[config.mk]
export PLATFORM = sky130hd
export DESIGN_NAME = rs_issue_top
export DESIGN_NICKNAME = d
export VERILOG_FILES = /design/src/common/rs_pkg.sv /design/src/common/rs_dispatch_if.sv /design/src/hw/dispatch_router.sv /design/src/hw/rs_issue_top.sv /design/src/rs/reservation_station.sv
export VERILOG_INCLUDE_DIRS = /design/src /design/src/common
export SDC_FILE = /design/constraint.sdc
export NUM_CORES = 2
export LEC_CHECK = 0
export BUFFER_PORTS_ARGS = -buffer_cell sky130_fd_sc_hd__buf_4
export CAP_MARGIN = 20
export CELL_PAD_IN_SITES_DETAIL_PLACEMENT = 1
export CELL_PAD_IN_SITES_GLOBAL_PLACEMENT = 2
export CORE_ASPECT_RATIO = 1.1
export CORE_MARGIN = 10
export CORE_UTILIZATION = 43
export DETAILED_ROUTE_END_ITERATION = 8
export HOLD_SLACK_MARGIN = 0.15
export PLACE_DENSITY = 0.85
export SLEW_MARGIN = 10
export SYNTH_ARGS = -nofsm -noshare
export SYNTH_HDL_FRONTEND = slang
export SYNTH_SLANG_ARGS = --single-unit
[constraint.sdc]
create_clock -name clk -period 12.3 [get_ports clk]
set_clock_uncertainty 0.05 [all_clocks]
set_input_delay 2.46 -clock clk [delete_from_list [all_inputs] [get_ports clk]]
set_output_delay 2.46 -clock clk [all_outputs]
set_load 0.03 [all_outputs]
[src/common/rs_params.svh]
`ifndef RS_PARAMS_SVH
`define RS_PARAMS_SVH

// Datapath width of operands, pc and immediates
`define RS_XLEN 32

// Physical register tag width
`define RS_TAG_W 8

// Instruction sequence number, compared modulo 2^32
`define RS_INUM_W 32

// Entries per reservation station, 2, 4 or 8
`define RS_DEPTH 4

`endif

[src/common/rs_pkg.sv]
`include "rs_params.svh"

package rs_pkg;

    typedef enum logic [1:0] {
        FU_ADD = 2'd0,  // Integer, loads and stores
        FU_MUL = 2'd1,
        FU_DIV = 2'd2,  // DIV and REM
        FU_BR  = 2'd3   // JAL, JALR and conditional branches
    } fu_class_t;

    typedef struct packed {
        logic [`RS_TAG_W-1:0] tag;
        logic                 ready;  // Value is valid
        logic [`RS_XLEN-1:0]  value;
    } src_t;

    typedef struct packed {
        logic [2:0]          funct3;
        logic [3:0]          alu_op;
        logic                mem_to_reg;
        logic                mem_read;
        logic                mem_write;
        logic                alu_src1;
        logic                alu_src2;
        logic [`RS_XLEN-1:0] imm;
        logic [7:0]          flags;  // Spare for the mul and div units
    } alu_payload_t;

    typedef struct packed {
        logic [2:0]          funct3;
        logic                jump;
        logic                branch;
        logic                pred_taken;  // Predictor bits ride along
        logic                pred_hit;
        logic [`RS_XLEN-1:0] imm;
    } br_payload_t;

    typedef struct packed {
        src_t                  src1;
        src_t                  src2;
        logic [`RS_TAG_W-1:0]  rd;
        logic [`RS_XLEN-1:0]   pc;
        logic [`RS_INUM_W-1:0] inst_num;
        fu_class_t             cls;
        logic [2:0]            funct3;
        logic [3:0]            alu_op;
        logic                  mem_to_reg;
        logic                  mem_read;
        logic                  mem_write;
        logic                  alu_src1;
        logic                  alu_src2;
        logic                  jump;
        logic                  branch;
        logic                  pred_taken;
        logic                  pred_hit;
        logic [`RS_XLEN-1:0]   imm;
    } uop_t;

    typedef struct packed {
        logic                 valid;
        logic [`RS_TAG_W-1:0] tag;
        logic [`RS_XLEN-1:0]  value;
    } cdb_t;

    // Captures a broadcast result into a waiting source
    function automatic src_t src_wake(src_t s, cdb_t c);
        src_t r;
        r = s;
        if (c.valid && !s.ready && s.tag == c.tag) begin
            r.ready = 1'b1;
            r.value = c.value;
        end
        return r;
    endfunction

endpackage

[src/common/rs_dispatch_if.sv]
`timescale 1ns/1ps
`include "rs_params.svh"

interface rs_dispatch_if #(
    parameter type payload_t = logic
);
    import rs_pkg::*;

    logic                  valid;
    logic                  ready;     // Station has a free entry
    src_t                  src1;
    src_t                  src2;
    logic [`RS_TAG_W-1:0]  rd;
    logic [`RS_XLEN-1:0]   pc;
    logic [`RS_INUM_W-1:0] inst_num;  // Age for oldest-first issue
    payload_t              payload;   // Class specific control

    modport master (
        output valid, src1, src2, rd, pc, inst_num, payload,
        input  ready
    );

    modport slave (
        input  valid, src1, src2, rd, pc, inst_num, payload,
        output ready
    );

endinterface

[src/hw/dispatch_router.sv]
`timescale 1ns/1ps
`include "rs_params.svh"

module dispatch_router (
    input  logic                  clk,
    input  logic                  reset,
    input  logic [6:0]            opcode,
    input  logic [2:0]            funct3,
    input  logic [6:0]            funct7,
    input  logic [3:0]            alu_op,
    input  logic                  mem_to_reg,
    input  logic                  mem_read,
    input  logic                  mem_write,
    input  logic                  alu_src1,
    input  logic                  alu_src2,
    input  logic                  jump,
    input  logic                  branch,
    input  logic                  pred_taken,
    input  logic                  pred_hit,
    input  logic [`RS_TAG_W-1:0]  rs1_tag,
    input  logic                  rs1_ready,
    input  logic [`RS_XLEN-1:0]   rs1_value,
    input  logic [`RS_TAG_W-1:0]  rs2_tag,
    input  logic                  rs2_ready,
    input  logic [`RS_XLEN-1:0]   rs2_value,
    input  logic [`RS_TAG_W-1:0]  rd_tag,
    input  logic [`RS_XLEN-1:0]   imm,
    input  logic [`RS_XLEN-1:0]   pc,
    input  logic [`RS_INUM_W-1:0] inst_num,
    input  logic                  disp_valid,
    output logic                  disp_ready,
    input  rs_pkg::cdb_t          cdb,
    rs_dispatch_if.master         add_ch,
    rs_dispatch_if.master         mul_ch,
    rs_dispatch_if.master         div_ch,
    rs_dispatch_if.master         br_ch
);
    import rs_pkg::*;

    uop_t         in_uop;
    uop_t         stg;        // One-entry output stage
    logic         stg_valid;
    logic         is_bubble;
    logic         sel_ready;  // Ready of the station the stage points at
    logic         take;
    logic         load;
    alu_payload_t alu_pay;
    br_payload_t  br_pay;

    always_comb begin
        is_bubble = (opcode == 7'b0000000);
        in_uop.src1 = '{tag: rs1_tag, ready: rs1_ready, value: rs1_value};
        in_uop.src2 = '{tag: rs2_tag, ready: rs2_ready, value: rs2_value};
        in_uop.rd = rd_tag;
        in_uop.pc = pc;
        in_uop.inst_num = inst_num;
        in_uop.funct3 = funct3;
        in_uop.alu_op = alu_op;
        in_uop.mem_to_reg = mem_to_reg;
        in_uop.mem_read = mem_read;
        in_uop.mem_write = mem_write;
        in_uop.alu_src1 = alu_src1;
        in_uop.alu_src2 = alu_src2;
        in_uop.jump = jump;
        in_uop.branch = branch;
        in_uop.pred_taken = pred_taken;
        in_uop.pred_hit = pred_hit;
        in_uop.imm = imm;
        case (opcode)
            7'b1101111, 7'b1100111, 7'b1100011: in_uop.cls = FU_BR;
            7'b0110011: begin
                if (funct7 == 7'b0000001) begin
                    in_uop.cls = funct3[2] ? FU_DIV : FU_MUL;  // M extension
                end else begin
                    in_uop.cls = FU_ADD;
                end
            end
            default: in_uop.cls = FU_ADD;
        endcase
    end

    always_comb begin
        case (stg.cls)
            FU_MUL:  sel_ready = mul_ch.ready;
            FU_DIV:  sel_ready = div_ch.ready;
            FU_BR:   sel_ready = br_ch.ready;
            default: sel_ready = add_ch.ready;
        endcase
    end

    assign take = stg_valid && sel_ready;
    assign disp_ready = !stg_valid || take;
    assign load = disp_valid && disp_ready;

    always_ff @(posedge clk or posedge reset) begin
        if (reset) begin
            stg_valid <= 1'b0;
        end else if (load) begin
            stg_valid <= !is_bubble;  // Bubbles are dropped here
        end else if (take) begin
            stg_valid <= 1'b0;
        end
    end

    // Sources keep snooping the broadcast while the stage waits
    always_ff @(posedge clk) begin
        if (load) begin
            stg <= in_uop;
            stg.src1 <= src_wake(in_uop.src1, cdb);
            stg.src2 <= src_wake(in_uop.src2, cdb);
        end else begin
            stg.src1 <= src_wake(stg.src1, cdb);
            stg.src2 <= src_wake(stg.src2, cdb);
        end
    end

    assign alu_pay = '{funct3: stg.funct3, alu_op: stg.alu_op, mem_to_reg: stg.mem_to_reg,
                       mem_read: stg.mem_read, mem_write: stg.mem_write,
                       alu_src1: stg.alu_src1, alu_src2: stg.alu_src2,
                       imm: stg.imm, flags: 8'h00};
    assign br_pay = '{funct3: stg.funct3, jump: stg.jump, branch: stg.branch,
                      pred_taken: stg.pred_taken, pred_hit: stg.pred_hit, imm: stg.imm};

    assign add_ch.valid = stg_valid && stg.cls == FU_ADD;
    assign add_ch.src1 = stg.src1;
    assign add_ch.src2 = stg.src2;
    assign add_ch.rd = stg.rd;
    assign add_ch.pc = stg.pc;
    assign add_ch.inst_num = stg.inst_num;
    assign add_ch.payload = alu_pay;

    assign mul_ch.valid = stg_valid && stg.cls == FU_MUL;
    assign mul_ch.src1 = stg.src1;
    assign mul_ch.src2 = stg.src2;
    assign mul_ch.rd = stg.rd;
    assign mul_ch.pc = stg.pc;
    assign mul_ch.inst_num = stg.inst_num;
    assign mul_ch.payload = alu_pay;

    assign div_ch.valid = stg_valid && stg.cls == FU_DIV;
    assign div_ch.src1 = stg.src1;
    assign div_ch.src2 = stg.src2;
    assign div_ch.rd = stg.rd;
    assign div_ch.pc = stg.pc;
    assign div_ch.inst_num = stg.inst_num;
    assign div_ch.payload = alu_pay;

    assign br_ch.valid = stg_valid && stg.cls == FU_BR;
    assign br_ch.src1 = stg.src1;
    assign br_ch.src2 = stg.src2;
    assign br_ch.rd = stg.rd;
    assign br_ch.pc = stg.pc;
    assign br_ch.inst_num = stg.inst_num;
    assign br_ch.payload = br_pay;

endmodule

[src/hw/rs_issue_top.sv]
`timescale 1ns/1ps
`include "rs_params.svh"

module rs_issue_top (
    input  logic                  clk,
    input  logic                  reset,
    input  logic [6:0]            opcode,
    input  logic [2:0]            funct3,
    input  logic [6:0]            funct7,
    input  logic [3:0]            alu_op,
    input  logic                  mem_to_reg,
    input  logic                  mem_read,
    input  logic                  mem_write,
    input  logic                  alu_src1,
    input  logic                  alu_src2,
    input  logic                  jump,
    input  logic                  branch,
    input  logic                  pred_taken,
    input  logic                  pred_hit,
    input  logic [`RS_TAG_W-1:0]  rs1_tag,
    input  logic                  rs1_ready,
    input  logic [`RS_XLEN-1:0]   rs1_value,
    input  logic [`RS_TAG_W-1:0]  rs2_tag,
    input  logic                  rs2_ready,
    input  logic [`RS_XLEN-1:0]   rs2_value,
    input  logic [`RS_TAG_W-1:0]  rd_tag,
    input  logic [`RS_XLEN-1:0]   imm,
    input  logic [`RS_XLEN-1:0]   pc,
    input  logic [`RS_INUM_W-1:0] inst_num,
    input  logic                  disp_valid,
    output logic                  disp_ready,
    input  logic                  cdb_valid,
    input  logic [`RS_TAG_W-1:0]  cdb_tag,
    input  logic [`RS_XLEN-1:0]   cdb_value,
    output logic                  add_issue_valid,
    output logic [`RS_XLEN-1:0]   add_issue_op1,
    output logic [`RS_XLEN-1:0]   add_issue_op2,
    output logic [`RS_TAG_W-1:0]  add_issue_rd,
    output logic [`RS_XLEN-1:0]   add_issue_pc,
    output logic [`RS_INUM_W-1:0] add_issue_inst_num,
    output logic [$bits(rs_pkg::alu_payload_t)-1:0] add_issue_payload,
    input  logic                  add_issue_ready,
    output logic                  mul_issue_valid,
    output logic [`RS_XLEN-1:0]   mul_issue_op1,
    output logic [`RS_XLEN-1:0]   mul_issue_op2,
    output logic [`RS_TAG_W-1:0]  mul_issue_rd,
    output logic [`RS_XLEN-1:0]   mul_issue_pc,
    output logic [`RS_INUM_W-1:0] mul_issue_inst_num,
    output logic [$bits(rs_pkg::alu_payload_t)-1:0] mul_issue_payload,
    input  logic                  mul_issue_ready,
    output logic                  div_issue_valid,
    output logic [`RS_XLEN-1:0]   div_issue_op1,
    output logic [`RS_XLEN-1:0]   div_issue_op2,
    output logic [`RS_TAG_W-1:0]  div_issue_rd,
    output logic [`RS_XLEN-1:0]   div_issue_pc,
    output logic [`RS_INUM_W-1:0] div_issue_inst_num,
    output logic [$bits(rs_pkg::alu_payload_t)-1:0] div_issue_payload,
    input  logic                  div_issue_ready,
    output logic                  br_issue_valid,
    output logic [`RS_XLEN-1:0]   br_issue_op1,
    output logic [`RS_XLEN-1:0]   br_issue_op2,
    output logic [`RS_TAG_W-1:0]  br_issue_rd,
    output logic [`RS_XLEN-1:0]   br_issue_pc,
    output logic [`RS_INUM_W-1:0] br_issue_inst_num,
    output logic [$bits(rs_pkg::br_payload_t)-1:0] br_issue_payload,
    input  logic                  br_issue_ready
);
    import rs_pkg::*;

    cdb_t cdb;  // Broadcast shared by router and stations

    assign cdb = '{valid: cdb_valid, tag: cdb_tag, value: cdb_value};

    rs_dispatch_if #(.payload_t(alu_payload_t)) add_ch ();
    rs_dispatch_if #(.payload_t(alu_payload_t)) mul_ch ();
    rs_dispatch_if #(.payload_t(alu_payload_t)) div_ch ();
    rs_dispatch_if #(.payload_t(br_payload_t))  br_ch ();

    // Port names match the top level one to one
    dispatch_router router_i (.*);

    reservation_station #(.payload_t(alu_payload_t)) add_rs (
        .clk(clk), .reset(reset), .ch(add_ch), .cdb(cdb),
        .issue_valid(add_issue_valid), .issue_op1(add_issue_op1),
        .issue_op2(add_issue_op2), .issue_rd(add_issue_rd), .issue_pc(add_issue_pc),
        .issue_inst_num(add_issue_inst_num), .issue_payload(add_issue_payload),
        .issue_ready(add_issue_ready)
    );

    reservation_station #(.payload_t(alu_payload_t)) mul_rs (
        .clk(clk), .reset(reset), .ch(mul_ch), .cdb(cdb),
        .issue_valid(mul_issue_valid), .issue_op1(mul_issue_op1),
        .issue_op2(mul_issue_op2), .issue_rd(mul_issue_rd), .issue_pc(mul_issue_pc),
        .issue_inst_num(mul_issue_inst_num), .issue_payload(mul_issue_payload),
        .issue_ready(mul_issue_ready)
    );

    reservation_station #(.payload_t(alu_payload_t)) div_rs (
        .clk(clk), .reset(reset), .ch(div_ch), .cdb(cdb),
        .issue_valid(div_issue_valid), .issue_op1(div_issue_op1),
        .issue_op2(div_issue_op2), .issue_rd(div_issue_rd), .issue_pc(div_issue_pc),
        .issue_inst_num(div_issue_inst_num), .issue_payload(div_issue_payload),
        .issue_ready(div_issue_ready)
    );

    reservation_station #(.payload_t(br_payload_t)) br_rs (
        .clk(clk), .reset(reset), .ch(br_ch), .cdb(cdb),
        .issue_valid(br_issue_valid), .issue_op1(br_issue_op1),
        .issue_op2(br_issue_op2), .issue_rd(br_issue_rd), .issue_pc(br_issue_pc),
        .issue_inst_num(br_issue_inst_num), .issue_payload(br_issue_payload),
        .issue_ready(br_issue_ready)
    );

endmodule

[src/rs/reservation_station.sv]
`timescale 1ns/1ps
`include "rs_params.svh"

module reservation_station #(
    parameter type payload_t = rs_pkg::alu_payload_t
) (
    input  logic                  clk,
    input  logic                  reset,
    rs_dispatch_if.slave          ch,
    input  rs_pkg::cdb_t          cdb,
    output logic                  issue_valid,
    output logic [`RS_XLEN-1:0]   issue_op1,
    output logic [`RS_XLEN-1:0]   issue_op2,
    output logic [`RS_TAG_W-1:0]  issue_rd,
    output logic [`RS_XLEN-1:0]   issue_pc,
    output logic [`RS_INUM_W-1:0] issue_inst_num,
    output payload_t              issue_payload,
    input  logic                  issue_ready
);
    import rs_pkg::*;

    localparam int IDX_W = $clog2(`RS_DEPTH);

    logic [`RS_DEPTH-1:0]  ent_valid;
    src_t                  ent_src1 [`RS_DEPTH];
    src_t                  ent_src2 [`RS_DEPTH];
    logic [`RS_TAG_W-1:0]  ent_rd   [`RS_DEPTH];
    logic [`RS_XLEN-1:0]   ent_pc   [`RS_DEPTH];
    logic [`RS_INUM_W-1:0] ent_inum [`RS_DEPTH];
    payload_t              ent_pay  [`RS_DEPTH];

    logic [IDX_W-1:0] free_idx;
    logic [IDX_W-1:0] pick_idx;   // Oldest entry with both sources ready
    logic             pick_found;
    logic [IDX_W-1:0] held_idx;
    logic             held;       // Issue stalled, selection frozen
    logic [IDX_W-1:0] sel_idx;
    logic             alloc;
    logic             issue_fire;

    // Lowest free slot
    always_comb begin
        free_idx = '0;
        for (int i = `RS_DEPTH - 1; i >= 0; i--) begin
            if (!ent_valid[i]) begin
                free_idx = IDX_W'(i);
            end
        end
    end

    assign ch.ready = ~&ent_valid;
    assign alloc = ch.valid && ch.ready;

    // Age compare on the difference so inst_num may wrap
    always_comb begin
        pick_found = 1'b0;
        pick_idx = '0;
        for (int i = 0; i < `RS_DEPTH; i++) begin
            if (ent_valid[i] && ent_src1[i].ready && ent_src2[i].ready) begin
                if (!pick_found || $signed(ent_inum[i] - ent_inum[pick_idx]) < 0) begin
                    pick_idx = IDX_W'(i);
                    pick_found = 1'b1;
                end
            end
        end
    end

    assign sel_idx = held ? held_idx : pick_idx;
    assign issue_valid = held || pick_found;
    assign issue_fire = issue_valid && issue_ready;

    always_ff @(posedge clk or posedge reset) begin
        if (reset) begin
            ent_valid <= '0;
            held <= 1'b0;
            held_idx <= '0;
        end else begin
            if (alloc) begin
                ent_valid[free_idx] <= 1'b1;
            end
            if (issue_fire) begin
                ent_valid[sel_idx] <= 1'b0;  // Entry frees on handshake
                held <= 1'b0;
            end else if (issue_valid) begin
                held <= 1'b1;
                held_idx <= sel_idx;
            end
        end
    end

    always_ff @(posedge clk) begin
        for (int i = 0; i < `RS_DEPTH; i++) begin
            if (alloc && free_idx == IDX_W'(i)) begin
                ent_src1[i] <= src_wake(ch.src1, cdb);  // Same-cycle broadcast
                ent_src2[i] <= src_wake(ch.src2, cdb);
                ent_rd[i] <= ch.rd;
                ent_pc[i] <= ch.pc;
                ent_inum[i] <= ch.inst_num;
                ent_pay[i] <= ch.payload;
            end else begin
                ent_src1[i] <= src_wake(ent_src1[i], cdb);
                ent_src2[i] <= src_wake(ent_src2[i], cdb);
            end
        end
    end

    assign issue_op1 = ent_src1[sel_idx].value;
    assign issue_op2 = ent_src2[sel_idx].value;
    assign issue_rd = ent_rd[sel_idx];
    assign issue_pc = ent_pc[sel_idx];
    assign issue_inst_num = ent_inum[sel_idx];
    assign issue_payload = ent_pay[sel_idx];

endmodule

==> results.cfg <==
[status]
status = finished, violations left
violations = setup timing

[logic_synthesis]
synth.avg_cell_area_um2 = 13.5
ys_ff_latch = 3381
synth-edff-count = 3286
yosysUniqueCellTypes = 78
yosys_warnings = 0
synthFlopType = edfxtp_1
synth_cells = 11000
ys_seq_area_share_pct = 67.6
syn_area_um2 = 149000
async_flop_share_pct = 0.858

[critical_path]
crit_start = mul_rs.ent_inum[0][22]
critPathLaunchType = flop
timing.rr.end = mul_rs.held_idx[1]
rrSetupSlack_ns = 2.75
r2r_start = mul_rs.ent_inum[0][22]
cp_slowest_cell = or4bb_1
end_kind = output pin
required_ns = 9.79
critical_path.endpoint = mul_issue_pc[24]
critical_path_class = reg -> out
crit_fanout = 24
max_stage_delay_ns = 0.51
reg2reg_depth = 44
cp_common_cell = a21o_1
critPathArrivalTime_ns = 10.78

[global_routing]
grt_pass1_vias = 113000
antenna_found_initial = 45
grt-ovfl-total = 0
groute.usage.overall_pct = 30.8
grt_max_degree = 155
grt_pass1_wl_um = 834000

[worst_hold_path]
hold_path.startpoint = router_i.br_ch.payload[34]
min_path_type = reg -> reg

[power_and_ir_drop]
swShare_pct = 41.6
clkPwrFrac_pct = 21.9
power_mw = 50.3
ir_worst_vdd_v = 0.000307
p_leak_nw = 72.4
intPower_mw = 29.4
power_density_nw_per_um2 = 268
p_comb_share_pct = 49.7
p_seq_share_pct = 28.5
power.switching_mw = 20.9

[floorplan]
ioPinCount = 1008
start_util_pct = 43.2
die_h_um = 637
row_count = 226
core_um2 = 345000
dieArea_um2 = 370000
die_w_um = 581

[cts]
cts.sinks = 3381
clkLatencyLatePin_ns = 0.98
clockBufferDepth = 4
cts_root_buf = clkbuf_16
h-tree-depth = 5
clkTransAtPathRegs_ns = 0.06
cts_tree = done
cts_made_buffers = 366

[timing]
rsz0062_at_grt = true
fin_ws_ns = -0.986
final.period_utilization_pct = 108
timing.slew.headroom_pct = 17.3
max_freq_ghz = 0.0753
period_minus_slack_ns = 13.29
setup_viol = 707
hold_violations = 0
worst_pin_slew_ns = 1.24
report.final.slew_viol_count = 0
setup-tns-final_ns = -334.65

[route]
viasPerCell = 6.08
wire_per_inst_um = 34.1
ant_nets = 0
wl_um = 602000
drt_iter0_drc = 11400
dr_total_vias = 107000
drc = 0
firstDrtPassIters = 7

[layout]
finish.net_count = 13400
final_cell_area_um2 = 188000
syn2layout_area_growth_pct = 25.9
layout-drive-gt1-share_pct = 25.1

[placed_design]
numPortBuffers = 983
routabilityCongestion = 0.919
hpwl_um = 383000
place_area_um2 = 168000

[run]
cap_viol_max_count = 0
## cells by family after synthesis
kind of cell,share of synthesized area [%]
compound gates,9.72
simple gates,5.91
xor+xnor,1.75
other cells,0.00252
buf+inv,2.75
flops,67.6
fa+ha+maj,3.02
mux,9.22
## worst min-delay path by stage
stage	cells after the start	to
after floorplan	0	br_rs.ent_pay[0][32]
final	0	br_rs.ent_pay[0][34]
after global placement	0	br_rs.ent_pay[0][33]
after detailed placement	0	br_rs.ent_pay[0][32]
after CTS	0	br_rs.ent_pay[0][35]
after global routing	0	br_rs.ent_pay[3][34]
## per-layer routing
layer	track usage [%]	vias up	wire length (um)	part of all wire (%)
li1	-	44900	-	-
met1	37.0	55500	220000	37
met2	52.1	5391	290000	48
met3	6.67	1391	51900	8.6
met4	16.1	36	38900	6.5
met5	0	-	249	0.041
## flip-flops by register name (all words and copies together), names as in the netlist, 156 cells and up
name and count:
br_rs.ent_pay 156, mul_rs.ent_src2 164, br_rs.ent_src2 164, div_rs.ent_pay 176
add_rs.ent_src2 164, add_rs.ent_pay 176, div_rs.ent_src2 164, mul_rs.ent_src1 164
mul_rs.ent_pay 176, add_rs.ent_src1 164, br_rs.ent_src1 164, div_rs.ent_src1 164
## final cells by class
type                       instances  area, um2
multi-input combinational       6681      47700
timing repair buffer            2125      21000
clock inverter                   220       1890
clock buffer                     449       9790
tap                             4560       5710
sequential                      3381     101000
antenna                           17       42.5
inverter                         190        733
fill                           33500     157000
## through the flow
step,instances,util [%],setup WS [ns],hold WS [ns]
floorplan,11000,-,0.546,0.409
global placement,16700,48.6,-0.729,0.414
detailed placement,16700,48.6,-0.623,0.437
CTS,17500,53.7,-0.793,0.461
global route,17600,54.4,-1.26,0.467
finish,17600,54.4,-0.986,0.456
## critical path, delay by kind of cell, from the launching register on
family / cells / cell delay [ns]
flops: 1 / 0.40
fa+ha+maj: 3 / 0.84
simple gates: 12 / 2.95
compound gates: 22 / 3.96
buf+inv: 9 / 1.41
xor+xnor: 1 / 0.16
## cells in the mapped netlist (50+ instances only)
| master | count | area, um2 |
|---|---|---|
| xnor2_1 | 154 | 1350 |
| nand4_1 | 79 | 494 |
| a21o_1 | 115 | 863 |
| a32oi_1 | 180 | 1580 |
| clkbuf_1 | 547 | 2050 |
| o21ai_0 | 149 | 746 |
| a21oi_1 | 1775 | 8880 |
| buf_1 | 50 | 188 |
| nand2_1 | 1106 | 4150 |
| nand3_1 | 63 | 315 |
| dfxtp_1 | 66 | 1320 |
| nor2_1 | 636 | 2390 |
| inv_1 | 188 | 706 |
| ha_1 | 360 | 4500 |
| edfxtp_1 | 3286 | 98700 |
| mux2i_1 | 1333 | 13300 |
| buf_2 | 145 | 726 |
| xor2_1 | 144 | 1260 |
| a22oi_1 | 187 | 1400 |
## cell usage in the layout (no fill, tap or decap), types with 53 or more instances in the layout
master     Yosys  routed
a21oi_2        0     159
nand4_1       79      79
buf_4         26    1668
a22oi_2        0      53
a21oi_1     1775    1594
o21ai_0      149     109
buf_6         20     159
xor2_1       144     142
clkbuf_16      0     387
clkbuf_1     547      63
buf_12         0     155
a21o_1       115     105
xnor2_1      154     151
dfxtp_1       66      66
buf_16         0      80
nand2_1     1106    1044
mux2i_1     1333    1277
a22oi_1      187     134
nand3_1       63      58
edfxtp_1    3286    3286
clkinv_1       1      84
nor2_1       636     622
ha_1         360     338
clkinv_2       0      76
a32oi_1      180     127
inv_1        188     178
## power by group through the flow
stage / clock (mW) / sequential, mW / combinational (mW)
finish: 11.0 / 14.3 / 25.0
global route: 11.5 / 14.4 / 25.8
CTS: 11.1 / 14.3 / 24.1
detailed placement: 0 / 14.6 / 21.3
global placement: 0 / 14.5 / 20.9
floorplan: 0 / 14.3 / 10.8
## repair_timing
action / CTS / global route
pin swaps: 197 / 106
gates cloned: 69 / 14
resized for setup: 628 / 334
setup endpoints to repair: 715 / 715
hold buffers: 0 / 0
setup buffers: 139 / 50
Note: power is estimated with default switching activity, not from simulation.
